===== src/rtl/rtlinf_pkg.sv =====
`default_nettype none

package rtlinf_pkg;

  localparam int group_size  = 4;   // elements per activation group
  localparam int data_width  = 8;
  localparam int num_inputs  = 4;
  localparam int num_lanes   = 4;
  localparam int num_outputs = 4;
  localparam int addr_width  = 8;
  localparam int iter_width  = 8;
  localparam int reads_width = 6;

  localparam int prod_width  = 2 * data_width;
  localparam int acc_depth   = 2 ** reads_width; // one entry per read position

  typedef logic signed [data_width-1:0] data_t;
  typedef logic signed [prod_width-1:0] prod_t;  // wraps modulo 2^16
  typedef data_t [group_size-1:0]       group_t;
  typedef prod_t [group_size-1:0]       acc_group_t;
  typedef data_t [num_lanes-1:0]        weight_word_t; // byte l feeds lane l
  typedef logic [addr_width-1:0]        addr_t;
  typedef logic [iter_width-1:0]        iter_t;
  typedef logic [reads_width-1:0]       reads_t;

  // run configuration, captured on configure
  typedef struct packed {
    iter_t  num_iters;
    reads_t num_reads;
    addr_t  read_addr;
    addr_t  write_addr;
    data_t  min_clip;
    data_t  max_clip;
    logic   mode_in;   // 0 broadcast input 0, 1 input i to lane i
    logic   mode_out;  // 0 sum of lanes on port 0, 1 lane i to port i
  } kernel_cfg_t;

  typedef struct packed {
    logic   valid;
    group_t act;
    data_t  weight;
  } lane_in_t;

  typedef struct packed {
    logic       valid;
    acc_group_t sum;
  } lane_out_t;

  typedef enum logic [1:0] {
    idle,
    fetch_weight,
    fetch_acts
  } seq_state_t;

endpackage

`default_nettype wire


===== src/rtl/distribute_in.sv =====
`default_nettype none

module distribute_in (
  input  logic                                            clk,
  input  logic                                            rst_n,
  input  rtlinf_pkg::kernel_cfg_t                         cfg,
  input  logic [rtlinf_pkg::num_inputs-1:0]               act_valid,
  input  rtlinf_pkg::group_t [rtlinf_pkg::num_inputs-1:0] act_data,
  input  logic                                            weight_valid,
  input  rtlinf_pkg::weight_word_t                        weight_data,
  output rtlinf_pkg::lane_in_t [rtlinf_pkg::num_lanes-1:0] lanes
);
  import rtlinf_pkg::*;

  weight_word_t weight_q;  // weights of the current iteration

  logic   [num_lanes-1:0] beat_valid;
  group_t [num_lanes-1:0] beat_act;

  always_ff @(posedge clk) begin
    if (weight_valid) begin
      weight_q <= weight_data;
    end
  end

  // routing by input mode
  always_comb begin
    for (int l = 0; l < num_lanes; l++) begin
      if (cfg.mode_in) begin
        beat_valid[l] = act_valid[l];
        beat_act[l]   = act_data[l];
      end else begin
        beat_valid[l] = act_valid[0]; // broadcast
        beat_act[l]   = act_data[0];
      end
    end
  end

  always_ff @(posedge clk) begin
    if (!rst_n) begin
      for (int l = 0; l < num_lanes; l++) begin
        lanes[l].valid <= 1'b0;
      end
    end else begin
      for (int l = 0; l < num_lanes; l++) begin
        lanes[l].valid <= beat_valid[l];
        if (beat_valid[l]) begin
          lanes[l].act    <= beat_act[l];
          lanes[l].weight <= weight_q[l];
        end
      end
    end
  end

endmodule

`default_nettype wire


===== config.mk =====
export PLATFORM = sky130hd
export DESIGN_NAME = distribute_in
export DESIGN_NICKNAME = d
export VERILOG_FILES = /design/src/rtl/rtlinf_pkg.sv /design/src/rtl/distribute_in.sv
export SDC_FILE = /design/constraint.sdc
export NUM_CORES = 1
export LEC_CHECK = 0
export BUFFER_PORTS_ARGS = -buffer_cell sky130_fd_sc_hd__buf_2
export CELL_PAD_IN_SITES_DETAIL_PLACEMENT = 0
export CELL_PAD_IN_SITES_GLOBAL_PLACEMENT = 1
export CORE_AREA = 4 4 147 149
export DETAILED_ROUTE_END_ITERATION = 10
export DIE_AREA = 0 0 151 153
export GPL_TIMING_DRIVEN = 0
export PLACE_DENSITY = 0.78
export SYNTH_ARGS = -nofsm -noshare
export SYNTH_HDL_FRONTEND = slang
export SYNTH_SLANG_ARGS = --single-unit

===== constraint.sdc =====
create_clock -name clk -period 7 [get_ports clk]
set_clock_uncertainty 0.1 [all_clocks]
set_input_delay 0 -clock clk [delete_from_list [all_inputs] [get_ports clk]]
set_output_delay 0 -clock clk [all_outputs]
set_load 0.01 [all_outputs]

After elaboration in Yosys (flattened, before gate mapping)
Index checks and enable logic that the tools add are counted.

Bits in registers: 196. Input bits: 215. Output and inout bits: 164. Logic and storage cells: 38.

Muxes and demuxes: 6. Reductions and logical operators: 4.

Operators with widths (number): $mux W32 (3); $reduce_and A2 Y1 (4); $mux W1 (3).

Depth between registers and ports, before layout
Depth in word-level cells: 2. Depth in mapped cells: 4. Depth with buffers taken out: 2.

Worst setup path after synthesis
Ideal clock, no wire load.

Path kind: in2reg. Start: in cfg[1] (netlist name). End: reg lanes[100] (netlist name), enable pin. Setup time: 0.448 ns. Arrival time: 2.142 ns. Required time: 6.452 ns. Setup slack: 4.310 ns. Stages on the path: 3. Path buffers: 1. Cell sequence: buf_4 > nand2_1 > a21boi_1.

Longest elaborated chain between the ends: 2.

Ends and longest elaborated chain: start: declaration (line distribute_in.sv:6) `input rtlinf_pkg::kernel_cfg_t cfg,`; $mux W1 (line distribute_in.sv:29) `if (cfg.mode_in) begin`; $reduce_and A2 Y1 (no source line); end: declaration (line distribute_in.sv:11) `output rtlinf_pkg::lane_in_t [rtlinf_pkg::num_lanes-1:0] lanes`.

Every way passes these cells. A chain may end at the register's enable or synchronous reset.

Final worst setup path
Start: in act_valid[0] (netlist name). End: reg lanes[109] (netlist name), enable pin.

Longest elaborated chain between the ends: 2.

Ends and longest elaborated chain: start: declaration (line distribute_in.sv:7) `input logic [rtlinf_pkg::num_inputs-1:0] act_valid,`; $mux W1 (line distribute_in.sv:29); $reduce_and A2 Y1 (no source line).

Every way passes these cells.

==> flow_metrics.py <==
metrics = {
    "floorplanning": {
        "die_w_um": 151,
        "chipHeight_um": 153,
        "initial_core_util": 0.345,
        "core_um2": 20200,
        "dieArea_um2": 23100,
        "fp-row-count": 52,
        "io_pins": 379,
    },
    "cells_and_area": {
        "final_common_cell": "buf_2",
        "areaGrowthSynthToFinish_pct": 63.6,
        "fin_util": 0.565,
        "layout-drive-gt1-share": 0.391,
        "antenna_cells": 0,
        "final_cell_mix": "331 x buf_2, 195 x nand2_1, 192 x edfxtp_1",
        "stdcell_area_um2": 11400,
        "nNetsFinal": 1182,
        "final_cell_count_no_fill": 1250,
    },
    "logic_synthesis": {
        "yosysUniqueCellTypes": 9,
        "synth_top_area_frac": 0.828,
        "yosysSeqAreaShare": 0.839,
        "synth_top_area_cell": "edfxtp_1",
        "syn-cell-area_um2": 6970,
        "ys_warn_count": 0,
        "netlist_instances": 446,
        "synthTopCellsByArea": "edfxtp_1 83%, nand2_1 11%, nand2b_1 3.0%",
        "avgSynthCellArea_um2": 15.6,
        "synth_fp_nets": 661,
        "synth_seq_cells": 196,
    },
    "sta": {
        "relSlewSlack": 0.412,
        "finalHoldViolCount": 0,
        "rsz0062_at_grt": "false",
        "setup_viol": 0,
        "drv_slew": 0,
        "hold_slack_ns": 0.0241,
        "worst_slew_pin_slew_ns": 0.880,
        "min_period_ns": 1.92,
        "fmax_ghz": 0.521,
        "fin_ws_ns": 5.08,
        "tns_ns": 0,
        "finalCritPeriodShare": 0.274,
    },
    "clock_network": {
        "cts.sinks": 196,
        "path_clk_slew_ns": 0.08,
        "cts-root-buf": "clkbuf_16",
        "cts_tree": "built",
        "cts_setup_buffers": 0,
        "h-tree-depth": 4,
        "clk_latency_ns": 0.43,
        "numCtsBuffers": 17,
        "clk_path_buf_depth": 2,
    },
    "setup_path": {
        "path_delay_family": "buffers and inverters",
        "r2r_slack_ns": 6.26,
        "cp-start-kind": "input pin",
        "crit_start": "act_valid[0]",
        "critPathKind": "input pin to register",
        "cp_cell_sequence": "dlygate4sd3_1 -> buf_2 -> nand2b_1 -> a21boi_4 -> buf_12",
        "slowest_stage": "a21boi_4",
        "worstPathMaxFanout": 21,
        "r2r_cells": 0,
        "end_kind": "register",
        "max_stage_delay_ns": 0.79,
        "path_buf_inv": 3,
        "cp.depth": 5,
        "cp.arrival_ns": 1.94,
        "r2r-start": "weight_q[8]",
        "worstSetupEndpoint": "lanes[109]",
        "reg2reg_to": "lanes[41]",
        "cp.required_ns": 7.02,
    },
    "grt": {
        "grt_pass1_vias": 5837,
        "grt_remaining_overflow": 0,
        "track_usage": 0.185,
        "antenna_found_initial": 0,
        "grt_pass1_wl_um": 32300,
        "grt_max_degree": 33,
    },
    "routing": {
        "vias": 5383,
        "first_pass_iters": 5,
        "drtIter0Drc": 296,
        "drc": 0,
        "wl_um": 21700,
        "via_per_inst": 4.31,
        "postRouteAntennaNets": 0,
        "wl_per_cell_um": 17.4,
    },
    "power_and_ir_drop": {
        "power.density_nw_per_um2": 241,
        "total_power_mw": 2.74,
        "p_leak_nw": 4.99,
        "vdd_drop_max_v": 0.000158,
    },
    "placement": {
        "place_area_um2": 9110,
        "port_buffers": 331,
        "post-dp-hpwl_um": 14600,
        "dpl.cell_count": 1052,
        "place_congestion": 0.807,
        "dp_slack_ns": 4.99,
    },
    "hold_path": {
        "hold_path_class": "input pin to register",
    },
    "run_status": {
        "status": "completed",
    },
    "job": {
        "maxCapViolCount": 0,
    },
}
-- layer usage --
| layer | vias up | GRT usage | wire, um |
|---|---|---|---|
| met5 | - | 0 | 0 |
| met1 | 2490 | 0.209 | 8290 |
| met3 | 37 | 0.0577 | 1910 |
| li1 | 2587 | - | - |
| met4 | 0 | 0.0600 | 569 |
| met2 | 269 | 0.330 | 10900 |
-- synth_stat cells (all sizes together) --
cell and instances:
clkbuf 3, dfxtp 4, edfxtp 192, nand2b 33, a21boi 6, and2 2, buf 11, nand2 195
-- how the worst min path moves through the flow --
stage / cells after the start / slack, ns / end / startpoint
final: 4 / 0.02 / lanes[79] / cfg[1]
after global routing: 4 / 0.05 / lanes[122] / cfg[1]
after CTS: 4 / 0.02 / lanes[162] / cfg[1]
after detailed placement: 1 / 0.08 / weight_q[19] / weight_data[19]
after global placement: 1 / 0.08 / weight_q[13] / weight_data[13]
after floorplan: 0 / -0.001 / lanes[10] / act_data[2]
-- cell type report --
class	instances	area [um2]
clock buffer	17	425
buffer	14	124
fill	1643	8780
clock inverter	15	196
tap	270	338
sequential	196	5850
timing repair buffer	502	3430
multi-input combinational	236	1030
-- logic make-up after synthesis --
logic type | Yosys count | share of synthesized area
AOI/OAI and AO/OA | 6 | 0.00647
buffers and inverters | 14 | 0.0178
and+or+nand+nor | 230 | 0.137
DFF | 196 | 0.839
-- tightest hold or removal path: cells and delay by family --
kind | cells | cell delay, ns
buffers and inverters | 2 | 0.33
and+or+nand+nor | 2 | 0.11
-- timing repair --
action,CTS,global route
endpoints found under the hold margin,168,0
resized for setup,0,0
hold buffers,166,0
-- state kept, by name (all words and copies together) (netlist names) --
register / flops
lanes: 164
weight_q: 32
-- where the power goes --
| group | internal [mW] | switching [mW] |
|---|---|---|
| sequential | 1.39 | 0.0197 |
| clock | 0.494 | 0.503 |
| combinational | 0.169 | 0.171 |
| total | 2.05 | 0.693 |
No activity file was read; power rests on OpenSTA's default activity.
