===== src/rtl/rtlinf_pkg.sv =====
`default_nettype none

package rtlinf_pkg;

  localparam int group_size  = 4;   // elements per activation group
  localparam int data_width  = 8;
  localparam int num_inputs  = 4;
  localparam int num_lanes   = 4;
  localparam int num_outputs = 4;
  localparam int addr_width  = 8;
  localparam int iter_width  = 8;
  localparam int reads_width = 6;

  localparam int prod_width  = 2 * data_width;
  localparam int acc_depth   = 2 ** reads_width; // one entry per read position

  typedef logic signed [data_width-1:0] data_t;
  typedef logic signed [prod_width-1:0] prod_t;  // wraps modulo 2^16
  typedef data_t [group_size-1:0]       group_t;
  typedef prod_t [group_size-1:0]       acc_group_t;
  typedef data_t [num_lanes-1:0]        weight_word_t; // byte l feeds lane l
  typedef logic [addr_width-1:0]        addr_t;
  typedef logic [iter_width-1:0]        iter_t;
  typedef logic [reads_width-1:0]       reads_t;

  // run configuration, captured on configure
  typedef struct packed {
    iter_t  num_iters;
    reads_t num_reads;
    addr_t  read_addr;
    addr_t  write_addr;
    data_t  min_clip;
    data_t  max_clip;
    logic   mode_in;   // 0 broadcast input 0, 1 input i to lane i
    logic   mode_out;  // 0 sum of lanes on port 0, 1 lane i to port i
  } kernel_cfg_t;

  typedef struct packed {
    logic   valid;
    group_t act;
    data_t  weight;
  } lane_in_t;

  typedef struct packed {
    logic       valid;
    acc_group_t sum;
  } lane_out_t;

  typedef enum logic [1:0] {
    idle,
    fetch_weight,
    fetch_acts
  } seq_state_t;

endpackage

`default_nettype wire


===== src/rtl/write_clip.sv =====
`default_nettype none

module write_clip (
  input  logic                    clk,
  input  logic                    rst_n,
  input  logic                    configure,
  input  rtlinf_pkg::kernel_cfg_t cfg,
  input  rtlinf_pkg::lane_out_t   in_beat,
  output logic                    valid_out,
  output rtlinf_pkg::addr_t       addr_out,
  output rtlinf_pkg::group_t      data_out
);
  import rtlinf_pkg::*;

  addr_t  beat_cnt;   // beats written since configure
  group_t clipped;
  prod_t  lo;
  prod_t  hi;

  assign lo = prod_t'(cfg.min_clip);  // sign extended limits
  assign hi = prod_t'(cfg.max_clip);

  always_comb begin
    for (int e = 0; e < group_size; e++) begin
      if (in_beat.sum[e] < lo) begin
        clipped[e] = cfg.min_clip;
      end else if (in_beat.sum[e] > hi) begin
        clipped[e] = cfg.max_clip;
      end else begin
        clipped[e] = in_beat.sum[e][data_width-1:0]; // in range, low byte is exact
      end
    end
  end

  always_ff @(posedge clk) begin
    if (!rst_n) begin
      valid_out <= 1'b0;
      beat_cnt  <= '0;
    end else begin
      valid_out <= in_beat.valid;
      if (in_beat.valid) begin
        addr_out <= cfg.write_addr + beat_cnt;
        data_out <= clipped;
      end
      if (configure) begin
        beat_cnt <= '0;
      end else if (in_beat.valid) begin
        beat_cnt <= beat_cnt + 1'b1;
      end
    end
  end

endmodule

`default_nettype wire


===== config.mk =====
export PLATFORM = sky130hd
export DESIGN_NAME = write_clip
export DESIGN_NICKNAME = d
export VERILOG_FILES = /design/src/rtl/rtlinf_pkg.sv /design/src/rtl/write_clip.sv
export SDC_FILE = /design/constraint.sdc
export NUM_CORES = 1
export LEC_CHECK = 0
export BUFFER_PORTS_ARGS = -buffer_cell sky130_fd_sc_hd__buf_2
export CAP_MARGIN = 0
export CORE_UTILIZATION = 44
export CTS_BUF_LIST = sky130_fd_sc_hd__clkbuf_16
export CTS_CLUSTER_DIAMETER = 50
export DETAILED_ROUTE_END_ITERATION = 6
export GPL_TIMING_DRIVEN = 1
export MAX_ROUTING_LAYER = met4
export PLACE_DENSITY_LB_ADDON = 0.1
export RECOVER_POWER = 50
export SLEW_MARGIN = 30
export SYNTH_ARGS = -nofsm -noshare
export SYNTH_HDL_FRONTEND = slang
export SYNTH_SLANG_ARGS = --single-unit

===== constraint.sdc =====
create_clock -name clk -period 2.9 [get_ports clk]
set_clock_uncertainty 0.1 [all_clocks]
set_input_delay 0.145 -clock clk [delete_from_list [all_inputs] [get_ports clk]]
set_output_delay 0.145 -clock clk [all_outputs]
set_load 0.02 [all_outputs]

After elaboration in Yosys (flattened, before gate mapping)
Index checks and enable logic that the tools add are counted.
Word-level totals
  register bits: 49
  input port bits: 116
Operators by class
  add/subtract/negate cells: 2
  order comparisons: 8
  multiplexer cells: 8
  bitwise gates (word level): 1
  reduce and logical (&&, ||, !) cells: 2
Operators with widths (count)
  16-bit by 8-bit > comparator with 1-bit output: 4
  16-bit by 8-bit < comparator with 1-bit output: 4
  8-bit 2-to-1 mux: 8
  8-bit by 1-bit adder with 8-bit output, second input constant: 1
  8-bit adder: 1
  2-bit AND reduction: 1
  2-bit OR reduction: 1
  1-bit NOT: 1

Depth between registers and ports, before layout
  word-level depth: 3
  depth in mapped cells: 10
  depth with buffers taken out: 9

Worst setup path after synthesis
OpenSTA, ideal clock, no wires.
  path type: input port to flip-flop
  start: input cfg[17] (netlist bit)
  end: register data_out[7] (netlist bit) (data pin)
  library setup time: 0.302 ns
  data arrival time: 2.776 ns
  setup slack: -0.278 ns
  cell stages on the path: 8
  buffers on the path: 0
  cells stage by stage: inv_1 > ha_1 > nor2b_1 > a2111oi_2 > a2111oi_2 > nor4_2 > mux2i_2 > mux2i_1
RTL lines
  start: declaration: RTL line write_clip.sv:7  | input rtlinf_pkg::kernel_cfg_t cfg,
  end signal: assignment: RTL line write_clip.sv:43  | data_out <= clipped;
  end: declaration: RTL line write_clip.sv:11  | output rtlinf_pkg::group_t data_out

==> reports/results.env <==
CTS.REPAIR.RESIZED=0
CRIT_PATH_MAX_FANOUT=8
FAILING_CHECKS='design-rule violations, max-capacitance violations, max-slew violations'
HOLD_DEPTH=2
MAX-CLOCK-PATH-BUFFERS=2
REGISTER_BIT_TOTAL_FROM_SYNTHESIS=49
R2R_END='addr_out[6]$_DFFE_PP_'
CRITPATHLAUNCHTYPE='input port'
FF2FF_SETUP_SLACK_NS=0.82
HTREE_LEVELS=2
CTS_TREE='done'
ROUTEDWLPERCELL_UM=17.1
PRE_CTS_WS_NS=0.0188
FINALMAXSLEWVIOLATIONS=41
STATUS='finished, violations left'
INSTANCES_NO_FILL=844
STDCELL_AREA_UM2=6470
DIODES=0
GRT_SETUP_UNREPAIRED='no'
TOTAL_WIRELENGTH_UM=14400
DETAILED_PLACE_HPWL_UM=11900
NUMBER_OF_ANTENNA_VIOLATIONS_AT_THE_FIRST_CHECK_IN_GLOBAL_ROUTING=0
DRIVE_GT1_FRAC=0.191
VIAS=4673
DR.FIRST_ITER.DRC_COUNT=279
TIMING_WORST_SLEW_PIN_VALUE_NS=1.85
RELSLEWSLACK=-0.234
CLKSINKCOUNT=49
HP-CLASS='input port to register'
MAXCLOCKFREQUENCY_GHz=0.389
FINAL-SEQ-AREA_UM2=1380
GRT_REMAINING_OVERFLOW=0
MOST-COMMON-LAYOUT-CELLS='sky130_fd_sc_hd__ha_1 (131), sky130_fd_sc_hd__buf_2 (90), sky130_fd_sc_hd__mux2i_1 (49)'
SYNTH-EDFF-COUNT=40
FIRST_GLOBAL_VIAS=4663
PEAKVDDDROP_mV=0.211
CTSROOTBUFFERMASTER='sky130_fd_sc_hd__clkbuf_16'
GRT_FIRST_PASS_WIRELENGTH_UM=22900
FINALHOLDVIOLCOUNT=0
DP_CELLS=835
FINALWORSTSETUPSLACK_NS=0.330
TIMING.CRITICAL_PATH.ARRIVAL_NS=2.50
FIRSTDRTPASSITERS=6
TOP_FLIP_FLOP_CELL_BY_INSTANCE_COUNT_AFTER_SYNTHESIS='sky130_fd_sc_hd__edfxtp_1'
CRITPATHCAPTURE='data_out[1]$_DFFE_PP_'
REMAINING_NUMBER_OF_NETS_FLAGGED_BY_THE_ANTENNA_CHECK_AFTER_ROUTING=0
R2R_CELLS=9
TIMING.RR.START='beat_cnt[0]$_SDFFE_PP0P_'
N_FILL_CELL=1074
FINAL_NET_COUNT=949
SYN2LAYOUT_AREA_GROWTH_PCT=22.0
FP.DIEAREA_UM2=12500
PERIOD_NEEDED_NS=2.57
NUM_ROWS=39
FINALPOWER_mW=2.43
POST_SYNTH_INST_COUNT=543
SYNTH_SEQ_AREA_SHARE=0.260
SYNTH.LIB_CELLS_USED.DISTINCT=53
CLOCK_LATENCY_NS=0.29
POSTSYNTH.ASYNCRESETSHARE=0
P_PER_AREA_nW_PER_UM2=375
WORST-ENDPOINT-REQUIRED_NS=2.83
PLACEABLECOREAREA_UM2=11600
DIE_X_UM=112
POST-CTS-SETUP-BUFFER-COUNT=0
FLOORPLAN.INITIALDENSITY=0.459
CTS_HOLD_REPAIR.BUFFERS=1
GRT_UTIL_ALL_LAYERS=0.242
LARGEST_NET_DEGREE_AT_THE_START_OF_GLOBAL_ROUTING=41
FP.DIEH_UM=112
POST-ROUTE-PERIOD-UTIL=0.886
POWER.STATIC_LEAKAGE_nW=3.09
SYNTH.AVG_CELL_AREA_UM2=9.77
FINAL-SETUP-VIOL-COUNT=0
NUMBER_OF_BUFFERS_ADDED_BY_THE_CLOCK_TREE_SYNTHESIS_STEP=5
CRITICAL_PATH.ENDPOINT_TYPE='register'
YS.WARNINGS.COUNT=0
CAP_VIOL_MAX_COUNT=1
CLK_PIN_SLEW_WORST_PATHS_NS=0.07
SYN-CELL-AREA_UM2=5310
FINALWEIGHTEDCONGESTION=0.886
DPL-INSTANCE-AREA_UM2=6350
STARTPOINT='cfg[16]'
SYNTHESIS.NETS=792
LAYOUT.CELLS.MOST_COMMON='sky130_fd_sc_hd__ha_1'
CRIT_TYPE='input port to register'
BOUNDARYPINS=157
FINAL_CORE_UTILIZATION=0.560
WORST_HOLD_SLACK_NS=0.0625
MULTIINPUTGATEAREA_UM2=3770
SETUP_TNS_NS=0
BUFFER_PORTS.INSERTED=132
DRC=11
VIAS_PER_CELL=5.54
-- power breakdown --
group | total [mW] | switching, mW | leakage, nW | internal [mW]
registers | 0.856 | 0.0173 | 0.449 | 0.839
clock network | 0.665 | 0.259 | 0.0852 | 0.406
logic | 0.909 | 0.526 | 2.56 | 0.383
-- layout make-up --
| cell class | instances | area share |
|---|---|---|
| clock buffer | 5 | 0.0193 |
| multi-input combinational | 451 | 0.582 |
| sequential | 49 | 0.213 |
| clock inverter | 3 | 0.00657 |
| timing repair buffer | 158 | 0.130 |
| inverter | 35 | 0.0209 |
| tap | 143 | 0.0276 |
-- worst max-delay path: stages --
cell and delay [ns]:
sky130_fd_sc_hd__buf_2 0.10, sky130_fd_sc_hd__inv_1 0.07, sky130_fd_sc_hd__buf_4 0.15, sky130_fd_sc_hd__ha_1 0.29, sky130_fd_sc_hd__a21oi_1 0.15, sky130_fd_sc_hd__nor2b_1 0.07
sky130_fd_sc_hd__a2111oi_2 0.38, sky130_fd_sc_hd__a2111oi_2 0.13, sky130_fd_sc_hd__nor4_2 0.36, sky130_fd_sc_hd__mux2i_4 0.51, sky130_fd_sc_hd__mux2i_1 0.14
-- cell usage after synthesis, drive strengths merged (2+ instances only) --
cell type	count	area [um^2]
a2111oi	6	65.1
a211oi	4	30.0
a21o	11	82.6
a21oi	48	240
a221o	2	20.0
a2bb2oi	2	17.5
a31o	2	17.5
a31oi	9	56.3
a32oi	2	32.5
and2	3	18.8
and3	4	25.0
buf	5	33.8
clkbuf	3	12.5
dfxtp	9	180
edfxtp	40	1200
ha	132	1650
inv	35	131
mux2i	50	504
nand2	42	158
nand2b	5	31.3
nand3	6	30.0
nand4	21	138
nor2	30	113
nor2b	2	12.5
nor3	5	25.0
nor4	7	56.3
o211ai	2	15.0
o21a	5	37.5
o21ai	20	100
o21bai	4	30.0
o221ai	2	17.5
o22ai	2	12.5
or3	3	18.8
xnor2	7	61.3
xor2	5	43.8
-- sequential cells by signal (all words and copies together) (netlist names) --
| register | flops |
|---|---|
| beat_cnt | 8 |
| valid_out | 1 |
| data_out | 32 |
| addr_out | 8 |
-- logic make-up after synthesis --
logic type | synth area share
buffers and inverters | 0.0335
adders and majority gates | 0.315
muxes | 0.0971
DFF | 0.260
AOI/OAI and AO/OA | 0.153
xor gates and xnor gates | 0.0198
and+or+nand+nor | 0.121
-- routing by layer --
layer	up-vias	track usage	wire [um]
met1	2144	0.295	6540
met3	21	0.0267	630
li1	2398	-	-
met2	110	0.415	6970
met4	0	0.0784	296
met5	-	-	0
-- worst min-delay path by stage --
stage / slack (ns) / end / startpoint
2_1_floorplan: 0.17 / valid_out$_SDFF_PN0_ / rst_n
3_3_place_gp: 0.28 / valid_out$_SDFF_PN0_ / rst_n
3_5_place_dp: 0.29 / valid_out$_SDFF_PN0_ / rst_n
4_1_cts: 0.06 / addr_out[0]$_DFFE_PP_ / cfg[18]
5_1_grt: 0.07 / addr_out[0]$_DFFE_PP_ / cfg[18]
6_report: 0.06 / addr_out[0]$_DFFE_PP_ / cfg[18]
No activity file was read; power rests on OpenSTA's default activity.
