`src/rtl/rtlinf_pkg.sv`:
```
`default_nettype none

package rtlinf_pkg;

  localparam int group_size  = 4;   // elements per activation group
  localparam int data_width  = 8;
  localparam int num_inputs  = 4;
  localparam int num_lanes   = 4;
  localparam int num_outputs = 4;
  localparam int addr_width  = 8;
  localparam int iter_width  = 8;
  localparam int reads_width = 6;

  localparam int prod_width  = 2 * data_width;
  localparam int acc_depth   = 2 ** reads_width; // one entry per read position

  typedef logic signed [data_width-1:0] data_t;
  typedef logic signed [prod_width-1:0] prod_t;  // wraps modulo 2^16
  typedef data_t [group_size-1:0]       group_t;
  typedef prod_t [group_size-1:0]       acc_group_t;
  typedef data_t [num_lanes-1:0]        weight_word_t; // byte l feeds lane l
  typedef logic [addr_width-1:0]        addr_t;
  typedef logic [iter_width-1:0]        iter_t;
  typedef logic [reads_width-1:0]       reads_t;

  // run configuration, captured on configure
  typedef struct packed {
    iter_t  num_iters;
    reads_t num_reads;
    addr_t  read_addr;
    addr_t  write_addr;
    data_t  min_clip;
    data_t  max_clip;
    logic   mode_in;   // 0 broadcast input 0, 1 input i to lane i
    logic   mode_out;  // 0 sum of lanes on port 0, 1 lane i to port i
  } kernel_cfg_t;

  typedef struct packed {
    logic   valid;
    group_t act;
    data_t  weight;
  } lane_in_t;

  typedef struct packed {
    logic       valid;
    acc_group_t sum;
  } lane_out_t;

  typedef enum logic [1:0] {
    idle,
    fetch_weight,
    fetch_acts
  } seq_state_t;

endpackage

`default_nettype wire

```
`src/rtl/mac_lane.sv`:
```
`default_nettype none

module mac_lane (
  input  logic                    clk,
  input  logic                    rst_n,
  input  logic                    configure,
  input  rtlinf_pkg::kernel_cfg_t cfg,
  input  rtlinf_pkg::lane_in_t    lane_in,
  output rtlinf_pkg::lane_out_t   lane_out
);
  import rtlinf_pkg::*;

  acc_group_t prod_q;
  logic       prod_valid;

  reads_t rd_idx;   // read position of the beat in stage 2
  iter_t  it_idx;   // its iteration

  acc_group_t acc_mem [acc_depth];
  acc_group_t acc_next;

  logic first_iter;
  logic last_iter;
  logic last_read;

  // stage 1: group times lane weight
  always_ff @(posedge clk) begin
    if (!rst_n) begin
      prod_valid <= 1'b0;
    end else begin
      prod_valid <= lane_in.valid;
      if (lane_in.valid) begin
        for (int e = 0; e < group_size; e++) begin
          prod_q[e] <= $signed(lane_in.act[e]) * $signed(lane_in.weight);
        end
      end
    end
  end

  assign first_iter = (it_idx == '0);
  assign last_iter  = (it_idx == cfg.num_iters - 1'b1);
  assign last_read  = (rd_idx == cfg.num_reads - 1'b1);

  // first iteration overwrites whatever an earlier run left behind
  always_comb begin
    for (int e = 0; e < group_size; e++) begin
      acc_next[e] = first_iter ? prod_q[e] : acc_mem[rd_idx][e] + prod_q[e];
    end
  end

  always_ff @(posedge clk) begin
    if (prod_valid) begin
      acc_mem[rd_idx] <= acc_next;
    end
  end

  // stage 2: accumulate and index bookkeeping
  always_ff @(posedge clk) begin
    if (!rst_n) begin
      rd_idx         <= '0;
      it_idx         <= '0;
      lane_out.valid <= 1'b0;
    end else begin
      lane_out.valid <= prod_valid && last_iter; // only final sums leave the lane
      if (prod_valid) begin
        lane_out.sum <= acc_next;
      end
      if (configure) begin
        rd_idx <= '0;
        it_idx <= '0;
      end else if (prod_valid) begin
        if (last_read) begin
          rd_idx <= '0;
          it_idx <= it_idx + 1'b1;
        end else begin
          rd_idx <= rd_idx + 1'b1;
        end
      end
    end
  end

endmodule

`default_nettype wire

```
`config.mk`:
```
export PLATFORM = sky130hd
export DESIGN_NAME = mac_lane
export DESIGN_NICKNAME = d
export VERILOG_FILES = /design/src/rtl/rtlinf_pkg.sv /design/src/rtl/mac_lane.sv
export SDC_FILE = /design/constraint.sdc
export NUM_CORES = 2
export LEC_CHECK = 0
export ABC_AREA = 1
export CORE_MARGIN = 8
export CORE_UTILIZATION = 40
export CTS_CLUSTER_DIAMETER = 120
export CTS_CLUSTER_SIZE = 28
export DETAILED_ROUTE_END_ITERATION = 10
export DONT_BUFFER_PORTS = 1
export PLACE_DENSITY = 0.57
export SYNTH_ARGS = -nofsm -noshare
export SYNTH_HDL_FRONTEND = slang
export SYNTH_SLANG_ARGS = --single-unit
```
`constraint.sdc`:
```
create_clock -name clk -period 13.8 [get_ports clk]
set_clock_uncertainty 0.05 [all_clocks]
set_input_delay 0.69 -clock clk [delete_from_list [all_inputs] [get_ports clk]]
set_output_delay 0.69 -clock clk [all_outputs]
set_load 0.01 [all_outputs]
```
# Word level (Yosys, flattened, before mapping)
# Memories as Yosys holds them, arrays and structs flattened. A register that Yosys moved wholly into a read port is not among the register bits.
# Index checks and enable logic that the tools add are counted.
# word_totals
word_cells	43
reg_bits	144
ramBits	4096
out_inout_bits	65
n_memories	1
input_bits	92
# mem_list
name	words	width	read_ports	rd_ports_with_merged_regs	write_ports	line_no	source
acc_mem	64	64	1	1	1	mac_lane.sv:19	acc_group_t acc_mem [acc_depth];
# op_classes
reduce_logical	6
eq_ne	2
mul	4
n_bitwise	1
muxes	9
add_sub_neg	8
# ops
operator	count
adder 16 bit	4
multiplier 8 x 8 -> 16 bit	4
2-to-1 mux 16 bit	4
2-to-1 mux 6 bit	3
adder 8 x 1 -> 8 bit (second input constant)	1
== test 8 bit	1
logical NOT 8 bit	1
subtractor 8 x 1 -> 8 bit (second input constant)	1
adder 6 x 1 -> 6 bit (second input constant)	1
== test 6 bit	1
AND reduction 2 bit	3
subtractor 6 x 1 -> 6 bit (second input constant)	1
2-to-1 mux 1 bit	2
OR reduction 2 bit	1
logical AND 1 bit	1
NOT 1 bit	1

# Depth between registers and ports, before layout
# logic_depth
ltp_word	5
ltp_mapped	26
depth_no_buf	22

# Worst setup path before layout
# OpenSTA, ideal clock, no wires.
# synth_path
path_type	reg2reg
start	reg (tool-made name)
end	mem acc_mem[0][28] in the netlist's numbering, data pin
path_slack_ns	7.411
stages_incl_launch_ff	26
t_arrival_ns	5.630
synth_period_minus_slack_ns	6.389
n_path_buf	5
setup_time_ns	0.709
t_required_ns	13.041
path_cell_list	dfxtp_1 buf_6 buf_6 inv_4 buf_6 buf_4 clkbuf_1 o21ai_0 o22ai_1 nand2_1 nand3_1 nand3_1 a21oi_1 or2_1 ha_1 inv_1 fa_1 o21ai_0 a21oi_1 inv_1 nand2_1 nand2_1 nand2_1 nand2_1 xor2_1 o21ai_0
# synth_lines
element	line_no
end, declared	mac_lane.sv:19

==> summary.txt <==
======================================================================================
Worst-Margin Slew                                                              1.38 ns
Number of max-cap violations                                                         0
Leading cell type in the layout, fill and taps excluded                   sky130_fd_sc_hd__edfxtp_1
Seq cells post-synth                                                              4246
Final-report hold violation count                                                    0
Clock tree sinks                                                                  4246
Synthesized area divided by synthesized cell count                          12.4 sq um
First-pass GRT wire length                                                      809 mm
Clock slew at the register clock pins of the worst setup and hold paths        0.11 ns
Max Clock Freq                                                                 131 MHz
Number of cells on the worst hold path                                               3
Part of the power in the clock network                                           0.238
Number of buffer cells added on primary ports                                        0
RSZ-0062 raised after global routing                                             false
Switching part of the total                                                      0.278
Routed length per placed instance                                              28.8 um
Via count of the first global-routing pass                                      108632
Post-synthesis cell type with the largest combined area                   sky130_fd_sc_hd__edfxtp_1
First DRT Iteration DRCs                                                         16780
Drt first pass iters                                                                 6
Startpoint of the worst hold path                                          lane_in[16]
Max rail drop VDD                                                             0.136 mV
Starting Density                                                                 0.401
Yosys warnings                                                                       0
Standby leakage power                                                          64.5 nW
Maximum number of pins on one net before global-route repair                       201
Share of layout cells above drive strength 1                                    0.0456
Minimum setup slack in the final design                                        6.18 ns
Syn nets                                                                         15034
Cells after DPL                                                                  19809
Type of element launching the critical path                                   register
Status                                                                    complete, no violations
Startpoint-to-endpoint class of the critical path                              reg2reg
Routed wire length                                                              577 mm
Period minus WS final                                                          7.62 ns
Number of enable-type register cells in the synthesized netlist                   4224
CTS tree                                                                         built
Power Internal                                                                0.0192 W
Buffers inserted during post-CTS setup optimization                                  0
Sequential share of power                                                        0.599
Width of the die                                                                686 um
Flop2flop setup slack                                                          6.18 ns
Commonest cells after routing, fill and taps aside                        sky130_fd_sc_hd__edfxtp_1, sky130_fd_sc_hd__nor2_1, sky130_fd_sc_hd__o21ai_0
Sequential fraction of the synthesis area                                        0.708
CP Capture Type                                                               register
Number of clock buffers inserted by TritonCTS                                      175
Root buffer cell                                                          sky130_fd_sc_hd__clkbuf_16
Fraction of synthesis flops using an asynchronous set or reset pin                   0
Worst-skew pair later-pin latency                                              0.95 ns
Final Hold Slack                                                             0.0481 ns
Placed wire-length estimate                                                     287 mm
Number of non-filler instances in the completed layout                           20051
Filler cells                                                                     41170
Top fanout value on the critical path                                               71
Die Area                                                                   0.471 sq mm
Final worst-path cycle share                                                     0.552
Relative slew margins                                                           0.0802
Core region area                                                           0.448 sq mm
Vertical die dimension                                                          686 um
Final setup violation count                                                          0
Required time at the worst-slack endpoint                                     14.34 ns
Proportion of power drawn by combinational gates                                 0.163
Initial antenna violation count                                                     42
Number of H-tree levels                                                              4
Largest cells by area after synthesis                                     sky130_fd_sc_hd__edfxtp_1, sky130_fd_sc_hd__o21ai_0, sky130_fd_sc_hd__nor2_1
Min-Delay Path Class                                                            in2reg
Switching power                                                              0.00738 W
Net count reported at finish                                                     14549
Number of vias per cell                                                           5.90
Critical register-to-register path endpoint                               acc_mem[54][31]$_DFFE_PP_
Total negative setup slack                                                        0 ns
Register-to-Register Path Depth                                                     21
Primary flip-flop cell chosen by synthesis mapping                        sky130_fd_sc_hd__edfxtp_1
Maximum count of clock buffers along a single path                                   4
Post-detailed-route count of antenna-violating nets                                  0
Max-slew violation count                                                             0
Number of unique standard cell types used by synthesis                              41
Synth Cell Area                                                            0.180 sq mm
Total gr overflow                                                                    0
Combined global-route utilization of all metal layers                            0.235
Number of top-level pins                                                           157
Number of standard-cell rows in the floorplan                                      246
Endpoint arrival time on the critical path                                     8.16 ns
Hold worst-path end                                                       prod_q[17]$_DFFE_PP_
Synthesized instance count                                                       14537
Minimum setup slack after placement                                            6.41 ns
Final weighted congestion of routability-driven global placement                 0.820
Count of unresolved DRC violations after routing                                     0
Routed vias                                                                     118314
P&R area growth vs syn                                                           6.52%
Proportion of netlist area held by the largest area contributor                  0.706
PwrDens                                                                    139 mW/mm^2
======================================================================================
layer usage:
| layer | up-vias | share of wire | GRT usage |
|---|---|---|---|
| li1 | 51046 | - | - |
| met1 | 60473 | 0.41 | 0.335 |
| met2 | 5897 | 0.45 | 0.367 |
| met3 | 882 | 0.11 | 0.0448 |
| met4 | 16 | 0.035 | 0.0707 |
| met5 | - | 0.00068 | 0 |
Yosys cell counts, types with 5 or more instances:
cell,n
sky130_fd_sc_hd__o21bai_1,5
sky130_fd_sc_hd__o21ai_1,6
sky130_fd_sc_hd__ha_1,181
sky130_fd_sc_hd__nor3_1,18
sky130_fd_sc_hd__nand2_1,1725
sky130_fd_sc_hd__xor2_1,73
sky130_fd_sc_hd__o2111ai_1,9
sky130_fd_sc_hd__a21o_1,16
sky130_fd_sc_hd__buf_4,24
sky130_fd_sc_hd__a31oi_1,13
sky130_fd_sc_hd__or2_1,56
sky130_fd_sc_hd__nand3_1,1029
sky130_fd_sc_hd__o31ai_1,7
sky130_fd_sc_hd__fa_1,224
sky130_fd_sc_hd__nand4_1,14
sky130_fd_sc_hd__inv_1,602
sky130_fd_sc_hd__a21oi_1,226
sky130_fd_sc_hd__clkbuf_2,30
sky130_fd_sc_hd__o22ai_1,960
sky130_fd_sc_hd__dfxtp_1,22
sky130_fd_sc_hd__buf_6,73
sky130_fd_sc_hd__xnor2_1,58
sky130_fd_sc_hd__nor2_1,2067
sky130_fd_sc_hd__clkbuf_1,568
sky130_fd_sc_hd__o21ai_0,2006
sky130_fd_sc_hd__or2_2,7
sky130_fd_sc_hd__edfxtp_1,4224
sky130_fd_sc_hd__buf_1,77
sky130_fd_sc_hd__buf_2,199
critical path, cell delays in order, from the launching register on:
cell,delay (ns)
sky130_fd_sc_hd__dfxtp_4,0.73
sky130_fd_sc_hd__buf_4,0.86
sky130_fd_sc_hd__buf_4,0.63
sky130_fd_sc_hd__buf_4,0.70
sky130_fd_sc_hd__o21ai_0,0.19
sky130_fd_sc_hd__o22ai_1,0.21
sky130_fd_sc_hd__nand2_1,0.07
sky130_fd_sc_hd__nand3_1,0.14
sky130_fd_sc_hd__nand3_1,0.10
sky130_fd_sc_hd__nand2_1,0.09
sky130_fd_sc_hd__inv_1,0.12
sky130_fd_sc_hd__o21ai_2,0.64
sky130_fd_sc_hd__ha_1,0.36
sky130_fd_sc_hd__nand3_1,0.07
sky130_fd_sc_hd__nand2_1,0.11
sky130_fd_sc_hd__nand3_1,0.10
sky130_fd_sc_hd__nand2_1,0.13
sky130_fd_sc_hd__nand3_1,0.10
sky130_fd_sc_hd__nand2_1,0.46
sky130_fd_sc_hd__nand3_1,0.30
sky130_fd_sc_hd__nand4_1,0.13
sky130_fd_sc_hd__nand2_2,0.78
power by group through the flow:
stage / clock network, W / registers (W) / logic, W
final: 0.00632 / 0.0159 / 0.00433
after global routing: 0.00676 / 0.0159 / 0.00480
after CTS: 0.00638 / 0.0159 / 0.00432
after detailed placement: 0 / 0.0162 / 0.00430
after global placement: 0 / 0.0162 / 0.00427
after floorplan: 0 / 0.0162 / 0.00267
timing repair:
action | 4_1_cts | 5_1_grt
endpoints found under the hold margin | 16 | 0
hold buffers | 18 | 0
gates resized for setup | 0 | 0
flip-flops by register name, summed over array words and instances, names as in the netlist, named ones only:
signal	cells
acc_mem	4096
it_idx	8
prod_q	64
rd_idx	6
prod_valid	1
lane_out	65
stage by stage:
stage / total power (W) / cell area, sq um / utilization
detailed placement: 0.0205 / 186000 / 0.416
finish: 0.0266 / 191000 / 0.427
floorplan: 0.0188 / 180000 / -
global placement: 0.0205 / 186000 / 0.416
global route: 0.0275 / 191000 / 0.427
CTS: 0.0266 / 191000 / 0.427
cell type report:
type                       instances  area [sq um]  area share
antenna                           13          32.5    0.000170
clock buffer                     197          4570      0.0239
clock inverter                    14           170    0.000889
inverter                         608          2350      0.0123
multi-input combinational       8712         46600       0.244
sequential                      4246        127000       0.665
tap                             5952          7450      0.0389
timing repair buffer             309          2880      0.0150
how the worst max path moves through the flow:
stage / cells past startpoint / to / start / slack [ns]
2_1_floorplan: 25 / acc_mem[0][28]$_DFFE_PP_ / register / 7.41
6_report: 21 / acc_mem[54][31]$_DFFE_PP_ / register / 6.18
5_1_grt: 22 / acc_mem[18][31]$_DFFE_PP_ / register / 5.76
4_1_cts: 23 / acc_mem[11][15]$_DFFE_PP_ / register / 6.35
3_5_place_dp: 23 / acc_mem[21][15]$_DFFE_PP_ / register / 6.41
3_3_place_gp: 24 / lane_out[12]$_DFFE_PP_ / register / 6.45
cells by family (layout without fill, tap and decap cells):
logic type               after synthesis  count (layout)  synth area share
flip-flops                          4246            4246             0.708
adder cells (fa/ha/maj)              405             405            0.0376
AND/OR/NAND/NOR                     4922            4922             0.111
XOR/XNOR                             131             131           0.00639
other                                  0              13                 0
AO/OA/AOI/OAI                       3254            3254            0.0981
buffers and inverters               1579            1128            0.0381
Power figures use the tool's default switching activity.
