## src/rtl/rtlinf_pkg.sv

```systemverilog
`default_nettype none

package rtlinf_pkg;

  localparam int group_size  = 4;   // elements per activation group
  localparam int data_width  = 8;
  localparam int num_inputs  = 4;
  localparam int num_lanes   = 4;
  localparam int num_outputs = 4;
  localparam int addr_width  = 8;
  localparam int iter_width  = 8;
  localparam int reads_width = 6;

  localparam int prod_width  = 2 * data_width;
  localparam int acc_depth   = 2 ** reads_width; // one entry per read position

  typedef logic signed [data_width-1:0] data_t;
  typedef logic signed [prod_width-1:0] prod_t;  // wraps modulo 2^16
  typedef data_t [group_size-1:0]       group_t;
  typedef prod_t [group_size-1:0]       acc_group_t;
  typedef data_t [num_lanes-1:0]        weight_word_t; // byte l feeds lane l
  typedef logic [addr_width-1:0]        addr_t;
  typedef logic [iter_width-1:0]        iter_t;
  typedef logic [reads_width-1:0]       reads_t;

  // run configuration, captured on configure
  typedef struct packed {
    iter_t  num_iters;
    reads_t num_reads;
    addr_t  read_addr;
    addr_t  write_addr;
    data_t  min_clip;
    data_t  max_clip;
    logic   mode_in;   // 0 broadcast input 0, 1 input i to lane i
    logic   mode_out;  // 0 sum of lanes on port 0, 1 lane i to port i
  } kernel_cfg_t;

  typedef struct packed {
    logic   valid;
    group_t act;
    data_t  weight;
  } lane_in_t;

  typedef struct packed {
    logic       valid;
    acc_group_t sum;
  } lane_out_t;

  typedef enum logic [1:0] {
    idle,
    fetch_weight,
    fetch_acts
  } seq_state_t;

endpackage

`default_nettype wire

```

## src/rtl/distribute_out.sv

```systemverilog
`default_nettype none

module distribute_out (
  input  logic                                               clk,
  input  logic                                               rst_n,
  input  rtlinf_pkg::kernel_cfg_t                            cfg,
  input  rtlinf_pkg::lane_out_t [rtlinf_pkg::num_lanes-1:0]   lanes,
  output rtlinf_pkg::lane_out_t [rtlinf_pkg::num_outputs-1:0] outs
);
  import rtlinf_pkg::*;

  acc_group_t           total;       // element-wise sum over lanes, 16-bit wrap
  logic [num_lanes-1:0] lane_valid;

  always_comb begin
    total = '0;
    for (int l = 0; l < num_lanes; l++) begin
      lane_valid[l] = lanes[l].valid;
      for (int e = 0; e < group_size; e++) begin
        total[e] = total[e] + lanes[l].sum[e];
      end
    end
  end

  always_ff @(posedge clk) begin
    if (!rst_n) begin
      for (int p = 0; p < num_outputs; p++) begin
        outs[p].valid <= 1'b0;
      end
    end else if (cfg.mode_out) begin
      for (int p = 0; p < num_outputs; p++) begin
        outs[p] <= lanes[p];  // lane i to port i
      end
    end else begin
      outs[0].valid <= |lane_valid;
      outs[0].sum   <= total;
      for (int p = 1; p < num_outputs; p++) begin
        outs[p].valid <= 1'b0;
      end
    end
  end

endmodule

`default_nettype wire

```

## config.mk

```make
export PLATFORM = sky130hd
export DESIGN_NAME = distribute_out
export DESIGN_NICKNAME = d
export VERILOG_FILES = /design/src/rtl/rtlinf_pkg.sv /design/src/rtl/distribute_out.sv
export SDC_FILE = /design/constraint.sdc
export NUM_CORES = 1
export LEC_CHECK = 0
export BUFFER_PORTS_ARGS = -buffer_cell sky130_fd_sc_hd__buf_2
export CAP_MARGIN = 0
export CORE_AREA = 2 2 223 225
export DETAILED_ROUTE_END_ITERATION = 7
export DIE_AREA = 0 0 225 227
export PLACE_DENSITY = 0.54
export RECOVER_POWER = 25
export SYNTH_ARGS = -nofsm -noshare
export SYNTH_HDL_FRONTEND = slang
export SYNTH_SLANG_ARGS = --single-unit
```

## constraint.sdc

```tcl
create_clock -name clk -period 8.2 [get_ports clk]
set_input_delay 1.64 -clock clk [delete_from_list [all_inputs] [get_ports clk]]
set_output_delay 1.64 -clock clk [all_outputs]
set_load 0.01 [all_outputs]
```

Word level (Yosys, flattened, before mapping)
Cells that the tools add are included.
Operators by class
  add/subtract/negate cells: 12
  reduce and logical (&&, ||, !) cells: 2
  multiplexer cells: 1
Operators by type and width (count)
  adder 16 bit: 12
  2-to-1 mux 65 bit: 1
  OR reduction 4 bit: 1
  AND reduction 2 bit: 1
Word-level totals
  logic and storage cells: 35
  register bits after elaboration: 260
  input bits: 310
  output and inout port bits: 260

Longest topological paths before layout
Gate-level depths: netlist of run 1.
  depth after elaboration: 4
  depth in mapped cells: 12
  gate-level depth less buffers: 12

Worst setup path after synthesis of run 1
OpenSTA, ideal clock, no wires.
  path kind: input -> register
  start point: input port cfg[0] in the netlist's numbering
  end point: register outs[100] in the netlist's numbering (enable)
  setup time: 575 ps
  setup slack: 1065 ps
  data required time: 7625 ps
  arrival time: 6560 ps
  buffers on the path: 2
  cell stages on the path: 3
  cell sequence: clkbuf_1 clkbuf_1 and2_1
Between the ends
  word-level cells in the longest chain between the ends: 1
Ends and longest elaborated chain
  from (decl): line distribute_out.sv:6  | input rtlinf_pkg::kernel_cfg_t cfg,
  AND reduction 2 bit (no source line)
  to (signal, indexed assignment): line distribute_out.sv:32  | outs[p] <= lanes[p];
  to (decl): line distribute_out.sv:8  | output rtlinf_pkg::lane_out_t [rtlinf_pkg::num_outputs-1:0] outs
Every way passes these cells.
A chain may end at the register's enable or synchronous reset.

Worst setup path in the final report of run 1
  start point: input port lanes[82] in the netlist's numbering
  end point: register outs[31] in the netlist's numbering, data pin
Between the ends
  word-level cells in the longest chain between the ends: 4
Ends and longest elaborated chain
  from (decl): line distribute_out.sv:7  | input rtlinf_pkg::lane_out_t [rtlinf_pkg::num_lanes-1:0] lanes,
  adder 16 bit (3 in a row): line distribute_out.sv:20  | total[e] = total[e] + lanes[l].sum[e];
  2-to-1 mux 65 bit: line distribute_out.sv:30  | end else if (cfg.mode_out) begin
Every way passes these cells.

==> impl_metrics.tcl, run 1 <==
set metrics [dict create \
    maximum_number_of_pins_on_one_net_before_global_route_repair 88 \
    critical_path_fanouts_max 3 \
    synth_nets 1692 \
    max_slew_headroom_pct -66.4 \
    post_cts_resized 0 \
    power_frac_comb_pct 33.3 \
    route.detailed.wl_per_inst_um 17.4 \
    setup_viol 0 \
    global_route_wire_length_before_repair_um 62300 \
    die_area_mm2 0.0511 \
    core_area_mm2 0.0485 \
    violated_checks "capacitance limit, slew limit" \
    clock-root-buffer "sky130_fd_sc_hd__clkbuf_16" \
    synth.top_cells.by_count "sky130_fd_sc_hd__inv_1 (335), sky130_fd_sc_hd__edfxtp_1 (256), sky130_fd_sc_hd__fa_1 (120), sky130_fd_sc_hd__o21ai_0 (66), sky130_fd_sc_hd__nand2_1 (64)" \
    area_growth_syn_to_layout_pct 28.4 \
    synthesis.yosys.warnings 0 \
    initial_core_util_pct 30.6 \
    tritoncts_num_sinks 260 \
    grt.total_usage_pct 15.8 \
    synthesis.instances 1202 \
    postRouteWirelength_um 41700 \
    power_frac_seq_pct 36.0 \
    post-synth-top-area-fraction_pct 51.7 \
    path_clk_slew_ps 60 \
    crit_path_kind "in2reg" \
    port_buffers 522 \
    post-synth-top-area-cell "sky130_fd_sc_hd__edfxtp_1" \
    p_int_mw 3.16 \
    critical_path.endpoint_type "flop" \
    htree_levels 1 \
    reg_top3 "outs (260)" \
    dr.first_iter.drc_count 481 \
    unrepaired_setup_endpoints_after_global_routing "false" \
    clockBufferDepth 3 \
    cts_hold_buffers 0 \
    numCtsBuffers 31 \
    synthFlopType "sky130_fd_sc_hd__edfxtp_1" \
    period_share_pct 60.3 \
    routability_cong 0.814 \
    drv.max_cap_violation_count 1 \
    drc 0 \
    vdd_drop_max_mv 0.151 \
    most_frequent_cell_after_synthesis "sky130_fd_sc_hd__inv_1" \
    max_slew_vio_count 37 \
    place.detailed.hpwl_um 33400 \
    synth_cell_types 48 \
    power.switching_fraction_pct 32.2 \
    first_global_vias 11070 \
    synth-edff-count 256 \
    timing.final.ws_setup_ps 3260 \
    fp.dieW_um 225 \
    power.density_cell_area_mw_per_mm2 244 \
    postSynth.asyncResetShare_pct 0 \
    synth.area.top_cells "sky130_fd_sc_hd__edfxtp_1 (52%), sky130_fd_sc_hd__fa_1 (16%), sky130_fd_sc_hd__inv_1 (8.5%)" \
    post_synth.cell_area_avg_um2 12.4 \
    synth_sequential_area_ratio_pct 52.2 \
    place_worst_setup_slack_ps 2700 \
    crit_path_start_kind "input pin" \
    largest_register_ff_count 260 \
    post_cts_buffers 0 \
    status "complete, but fails checks" \
    clock_power_share_pct 30.7 \
    worst_ep_required_time_ps 8500 \
    post_route_cells_drive_above_1_share_pct 24.7 \
    cp_data_arrival_time_ps 5240 \
    cts_tree "built" \
    die_y_um 227 \
    leakagePower_nw 8.78 \
    path_class_of_the_lowest_slack_min_delay_path "in2reg" \
    largest-register "outs" \
    fin_setup_tns_ps 0 \
    timing.final.crit_period_ps 4940 \
    io-pin-count 570 \
    antenna_violations_before_repair 6 \
    dr_total_vias 10689 \
    maxClockFrequency_mhz 202 \
    p_switching_mw 1.50 \
    mean_number_of_vias_per_cell 4.47 \
    timing.final.hold_violations 0 \
    drt.antenna.violating_nets 0 \
    synth_area_mm2 0.0149 \
    rows 81 \
    drt_pass1_iterations 5 \
    tightest_slew_ps 2500 \
    overflow 0 \
    finalNetCount 2233 \
    yosys_register_bits 260 \
]
area by class of cell:
cell class	count	area, µm²
antenna	2	5.00
clock buffer	41	863
clock inverter	16	191
fill	4793	29400
inverter	335	1260
multi-input combinational	589	5780
sequential	260	7770
tap	622	778
timing repair buffer	526	2460
critical path, stage by stage:
cell                       delay (ps)
sky130_fd_sc_hd__clkbuf_1         160
sky130_fd_sc_hd__inv_1             90
sky130_fd_sc_hd__fa_1             500
sky130_fd_sc_hd__inv_1             50
sky130_fd_sc_hd__fa_1             440
sky130_fd_sc_hd__ha_1             250
sky130_fd_sc_hd__fa_1             490
sky130_fd_sc_hd__a211oi_1         360
sky130_fd_sc_hd__o21ai_0          180
sky130_fd_sc_hd__a221oi_1         600
sky130_fd_sc_hd__a21oi_1          210
sky130_fd_sc_hd__xnor2_1          170
sky130_fd_sc_hd__o21ai_0           80
power by group through the flow:
stage / Clock [mW] / Combinational, mW / Sequential (mW)
6_report: 1.43 / 1.56 / 1.68
4_1_cts: 1.47 / 1.58 / 1.68
3_3_place_gp: 0 / 1.55 / 1.71
3_5_place_dp: 0 / 1.58 / 1.71
2_1_floorplan: 0 / 0.975 / 1.80
5_1_grt: 1.52 / 1.76 / 1.69
per-stage QoR:
stage	instance area, µm²	std cells	utilization [%]	hold slack (ps)	power, mW
2_1_floorplan	14900	1202	-	1740	2.77
3_3_place_gp	18200	2332	37.6	1840	3.26
3_5_place_dp	18200	2332	37.6	1830	3.28
4_1_cts	19300	2389	39.7	1200	4.74
5_1_grt	19100	2390	39.3	1220	4.97
6_report	19100	2391	39.3	1240	4.67
layer usage:
metal,wire [µm],vias to the layer above,GRT usage (%)
met5,57,-,0
met4,986,8,3.89
met3,2960,62,4.12
met2,20300,371,27.3
met1,17400,5203,19.8
li1,-,5045,-
placed cells by master, fill, tap and decap left out, drive strengths merged, types with 4 or more instances in the layout:
cell type	count
a2111oi	7
nand4	4
inv	335
bufinv	4
and2	5
xnor2	37
a31oi	4
o21bai	7
a211oi	16
and3	7
ha	60
buf	367
a21oi	32
nand3	7
mux2i	4
nand2	64
nor2	20
xor2	22
fa	120
a211o	7
a221oi	5
or2	4
nor3	9
o21ai	66
mux2	13
dfxtp	4
o21a	13
edfxtp	256
a21o	22
clkinv	11
clkbuf	200
o31ai	8
cells by family (layout without fill, tap and decap cells):
| group | after synthesis | count (layout) | synth area share [%] |
|---|---|---|---|
| simple gates | 129 | 129 | 3.93 |
| fa+ha+maj | 180 | 180 | 21.2 |
| compound gates | 204 | 204 | 8.95 |
| flops | 260 | 260 | 52.2 |
| xor+xnor | 59 | 59 | 3.47 |
| buf+inv | 353 | 918 | 8.96 |
| mux | 17 | 17 | 1.28 |
| other cells | 0 | 2 | 0 |
worst paths after layout:
check	start	end	slack [ps]	depth (start not counted)
setup / recovery	lanes[82]	outs[31]	3260	13
hold / removal	lanes[250]	outs[250]	1240	1
(Power assumes the default switching activity.)
==> inputs of run 2 (changes only) <==
PLACE_DENSITY = 0.56   (was 0.54)
clock period = 4.5 ns   (was 8.2 ns; I/O delays follow)
==> impl_metrics.tcl, run 2 (synthesis results as in run 1) <==
set metrics [dict create \
    status "complete, but fails checks" \
    violated_checks "capacitance limit, slew limit" \
    htree_levels 1 \
    final_cell_mix "sky130_fd_sc_hd__buf_2 (368), sky130_fd_sc_hd__inv_1 (335), sky130_fd_sc_hd__edfxtp_1 (256)" \
    largest_register_ff_count 260 \
    initial_core_util_pct 30.6 \
    unrepaired_setup_endpoints_after_global_routing "false" \
    maxClockFrequency_mhz 251 \
    drt_pass1_iterations 4 \
    place_worst_setup_slack_ps -23.1 \
    first_global_vias 11078 \
    worst_ep_required_time_ps 4790 \
    overflow 0 \
    drv.max_cap_violation_count 1 \
    p_total_mw 8.66 \
    postRouteWirelength_um 41300 \
    tritoncts_num_sinks 260 \
    power.density_cell_area_mw_per_mm2 451 \
    reg_top3 "outs (260)" \
    p_switching_mw 2.75 \
    antenna_violations_before_repair 9 \
    path_clk_slew_ps 60 \
    dr.first_iter.drc_count 379 \
    place.detailed.hpwl_um 33400 \
    clockBufferDepth 3 \
    post_cts_buffers 0 \
    fillCellCount 4818 \
    hold_path_startpoint "lanes[180]" \
    power_frac_seq_pct 35.4 \
    critical_path_max_stage_delay_ps 510 \
    power.switching_fraction_pct 31.7 \
    crit_path_kind "in2reg" \
    maximum_number_of_pins_on_one_net_before_global_route_repair 95 \
    drc 0 \
    place.detailed.instances 2335 \
    cell_breakdown_of_the_critical_path "clkbuf_1, inv_1, fa_1, inv_1, fa_1, ha_1, fa_1, a211oi_1, o21ai_0, a221oi_1, buf_4, a21oi_1, xnor2_1, o21ai_0" \
    area_growth_syn_to_layout_pct 29.0 \
    leakagePower_nw 8.83 \
    routability_cong 0.852 \
    io-pin-count 570 \
    power_frac_comb_pct 32.7 \
    cpMostUsedCell "sky130_fd_sc_hd__fa_1" \
    die_area_mm2 0.0511 \
    grt.total_usage_pct 15.8 \
    critical_path.endpoint_type "flop" \
    mean_number_of_vias_per_cell 4.42 \
    max_slew_vio_count 35 \
    clock-root-buffer "sky130_fd_sc_hd__clkbuf_16" \
    final_cells 2393 \
    path_class_of_the_lowest_slack_min_delay_path "in2reg" \
    cts_tree "built" \
    crit_start "lanes[82]" \
    finalNetCount 2235 \
    route.detailed.wl_per_inst_um 17.3 \
    die_y_um 227 \
    vdd_drop_max_mv 0.257 \
    timing.final.crit_period_ps 3990 \
    setup_viol 0 \
    fin_setup_tns_ps 0 \
    timing.final.hold_violations 0 \
    critical_path.slowest_cell "sky130_fd_sc_hd__fa_1" \
    cp_data_arrival_time_ps 4290 \
    fp.dieW_um 225 \
    timing.final.ws_setup_ps 508 \
    multi_input_comb_area_mm2 0.00578 \
    worst_hold_slack_ps 514 \
    final_common_cell "sky130_fd_sc_hd__buf_2" \
    global_route_wire_length_before_repair_um 62100 \
    rows 81 \
    dr_total_vias 10589 \
    tightest_slew_ps 2550 \
    period_share_pct 88.7 \
    max_slew_headroom_pct -70.2 \
    crit_path_start_kind "input pin" \
    critical_path_fanouts_max 3 \
    port_buffers 522 \
    seqCellArea_mm2 0.00777 \
    cts_hold_buffers 0 \
    largest-register "outs" \
    post_cts_resized 0 \
    numCtsBuffers 30 \
    core_area_mm2 0.0485 \
    clock_power_share_pct 31.9 \
    drt.antenna.violating_nets 0 \
    p_int_mw 5.91 \
    post_route_cells_drive_above_1_share_pct 25.1 \
]
run 2: through the flow:
stage	instance area, µm²	util, %
floorplan	14900	-
global placement	18300	37.6
detailed placement	18300	37.6
CTS	19400	39.9
global route	19200	39.5
finish	19200	39.5
run 2: power by group through the flow:
stage | clock network [mW] | registers [mW] | logic, mW
detailed placement | 0 | 3.12 | 2.86
CTS | 2.84 | 3.07 | 2.88
floorplan | 0 | 3.27 | 1.78
finish | 2.77 | 3.06 | 2.83
global placement | 0 | 3.11 | 2.82
global route | 2.91 | 3.09 | 3.20
run 2: final timing paths:
path        end  cells past startpoint
max    outs[31]                     14
min   outs[180]                      1
run 2: final cells by class:
type	instances	area share (%)
clock inverter	23	1.72
timing repair buffer	529	13.0
sequential	260	40.5
multi-input combinational	589	30.1
clock buffer	32	4.06
inverter	335	6.55
antenna	3	0.0391
tap	622	4.05
run 2: critical path: cells and delay by family:
family	cells	cell delay, ps
xor+xnor	1	170
compound gates	5	1040
fa+ha+maj	4	1720
buf+inv	4	460
run 2: per-layer routing:
layer,track usage (%),part of all wire (%),vias up
met5,0,0.16,-
met4,4.38,2.2,10
li1,-,-,5057
met2,27.9,50,353
met3,4.14,7.6,61
met1,18.9,40,5108
==> inputs of run 3 (changes only) <==
ABC_AREA = 1   (was unset)
CORE_AREA = 2 2 224 226   (was 2 2 223 225)
DIE_AREA = 0 0 226 228   (was 0 0 225 227)
PLACE_DENSITY = 0.58   (was 0.56)
SLEW_MARGIN = 10   (was unset)
==> impl_metrics.tcl, run 3 <==
set metrics [dict create \
    post_cts_buffers 0 \
    maximum_number_of_pins_on_one_net_before_global_route_repair 125 \
    die_area_mm2 0.0515 \
    drv.max_cap_violation_count 1 \
    cts_hold_buffers 0 \
    postRouteWirelength_um 44300 \
    rows 82 \
    final_cell_mix "sky130_fd_sc_hd__inv_1 (447), sky130_fd_sc_hd__nand2_1 (384), sky130_fd_sc_hd__buf_2 (358)" \
    synth-edff-count 256 \
    met1Wirelength_um 18000 \
    initial_core_util_pct 32.2 \
    final_cells 2858 \
    unrepaired_setup_endpoints_after_global_routing "false" \
    power.density_cell_area_mw_per_mm2 419 \
    path_class_of_the_lowest_slack_min_delay_path "in2reg" \
    cell_breakdown_of_the_critical_path "clkbuf_1, nand2_2, clkinvlp_4, buf_4" \
    most_frequent_cell_after_synthesis "sky130_fd_sc_hd__inv_1" \
    period_share_pct 80.3 \
    area_growth_syn_to_layout_pct 26.3 \
    yosys_register_bits 260 \
    met2RoutedLength_um 21500 \
    grt.total_usage_pct 17.3 \
    finalNetCount 2656 \
    timing.final.crit_period_ps 3610 \
    worst_ep_required_time_ps 4690 \
    drt_pass1_iterations 5 \
    critical_path_max_stage_delay_ps 1620 \
    route.detailed.wl_per_inst_um 15.5 \
    critical_path.slowest_cell "sky130_fd_sc_hd__clkbuf_1" \
    largest_register_ff_count 260 \
    detailroute.wirelength.met3_um 3730 \
    cts_tree "built" \
    hold_path_startpoint "lanes[85]" \
    fin_setup_tns_ps 0 \
    synth_area_mm2 0.0159 \
    mean_number_of_vias_per_cell 4.35 \
    timing.final.hold_violations 0 \
    tritoncts_num_sinks 260 \
    crit_path_kind "in2reg" \
    maxClockFrequency_mhz 277 \
    dr.max_layer_used "met5" \
    antenna_violations_before_repair 7 \
    routability_cong 0.881 \
    cp_data_arrival_time_ps 3810 \
    place.detailed.hpwl_um 35800 \
    post_route_cells_drive_above_1_share_pct 20.7 \
    overflow 0 \
    io-pin-count 570 \
    status "complete, but fails checks" \
    postSynth.asyncResetShare_pct 0 \
    synthesis.yosys.warnings 0 \
    synthFlopType "sky130_fd_sc_hd__edfxtp_1" \
    reg_top3 "outs (260)" \
    critical_path.endpoint_type "flop" \
    post-synth-top-area-fraction_pct 48.4 \
    place_worst_setup_slack_ps 634 \
    drc 0 \
    worstHoldEndpoint "outs[85]" \
    post_synth.cell_area_avg_um2 9.81 \
    global_route_wire_length_before_repair_um 69400 \
    fp.dieW_um 226 \
    clock-root-buffer "sky130_fd_sc_hd__clkbuf_16" \
    dr_total_vias 12443 \
    path_clk_slew_ps 60 \
    violated_checks "capacitance limit, slew limit" \
    synth_nets 2111 \
    port_buffers 522 \
    synth_sequential_area_ratio_pct 48.9 \
    numCtsBuffers 30 \
    dr.first_iter.drc_count 493 \
    post-synth-top-area-cell "sky130_fd_sc_hd__edfxtp_1" \
    max_slew_vio_count 34 \
    final_common_cell "sky130_fd_sc_hd__inv_1" \
    clockBufferDepth 3 \
    vdd_drop_max_mv 0.333 \
    critPathBufInv 3 \
    tightest_slew_ps 2330 \
    crit_path_start_kind "input pin" \
    cell_count_of_the_worst_hold_path 1 \
    timing.final.ws_setup_ps 885 \
    synth.top_cells.by_count "sky130_fd_sc_hd__inv_1 (448), sky130_fd_sc_hd__nand2_1 (385), sky130_fd_sc_hd__edfxtp_1 (256), sky130_fd_sc_hd__fa_1 (120), sky130_fd_sc_hd__nand3_1 (94)" \
    die_y_um 228 \
    crit_start "rst_n" \
    critical_path.top_delay_family "buffers and inverters" \
    post_cts_resized 0 \
    largest-register "outs" \
    synthesis.instances 1621 \
    first_global_vias 13149 \
    htree_levels 1 \
    core_area_mm2 0.0493 \
    final_util_pct 40.7 \
    place.detailed.instances 2806 \
    critical_path_fanouts_max 68 \
    setup_viol 0 \
    max_slew_headroom_pct -55.0 \
    synth_cell_types 34 \
    drt.antenna.violating_nets 0 \
    leakagePower_nw 9.94 \
    synth.area.top_cells "sky130_fd_sc_hd__edfxtp_1 (48%), sky130_fd_sc_hd__fa_1 (15%), sky130_fd_sc_hd__inv_1 (11%)" \
]
==> run 3: cell count changes after synthesis, sizes merged, moves of 13 or more <==
cell,change
nand4,+18
nand2,+337
xor2,-19
inv,+129
mux2,-13
a21o,-22
a211oi,-16
xnor2,-37
o21ai,-17
nor2,+35
nand3,+90
==> run 3: cell type report <==
| type | count | area, µm² |
|---|---|---|
| Antenna cell | 2 | 5.00 |
| Clock buffer | 40 | 810 |
| Clock inverter | 10 | 119 |
| Fill cell | 4964 | 29300 |
| Inverter | 464 | 1750 |
| Multi-Input combinational cell | 883 | 6310 |
| Sequential cell | 260 | 7770 |
| Tap cell | 672 | 841 |
| Timing Repair Buffer | 527 | 2470 |
==> run 3: metrics by stage <==
stage | hold WS [ps] | cell area [µm²] | power, mW
after floorplan | 999 | 15900 | 5.15
after global routing | 475 | 20100 | 9.06
final | 510 | 20100 | 8.40
after CTS | 472 | 20300 | 8.51
after global placement | 1090 | 19300 | 6.07
after detailed placement | 1090 | 19300 | 6.11
==> run 3: where the power goes <==
part	internal [mW]	total (mW)	leakage [nW]	switching (mW)
Combinational	1.10	3.00	7.03	1.90
Clock	1.41	2.38	0.451	0.966
Sequential	2.97	3.02	2.46	0.0565
==> run 3: worst max path at each step <==
stage                            to  slack (ps)  cells past startpoint
after floorplan           outs[100]          50                      3
after global placement     outs[23]         660                     14
after detailed placement   outs[23]         630                     14
after CTS                  outs[57]        1260                     12
after global routing       outs[65]         550                      4
final                      outs[70]         890                      4
==> run 3: metal layers <==
layer	vias to the layer above	global-route usage, %
met5	-	0
met1	5857	20.8
li1	6103	-
met3	77	4.84
met2	398	30.0
met4	8	4.80
==> run 3: kinds of logic after synthesis <==
logic type,count (synthesis),synth area share [%]
AO/OA/AOI/OAI,92,3.07
XOR/XNOR,3,0.165
adder cells (fa/ha/maj),180,19.8
buffers and inverters,478,11.4
flip-flops,260,48.9
AND/OR/NAND/NOR,608,16.6
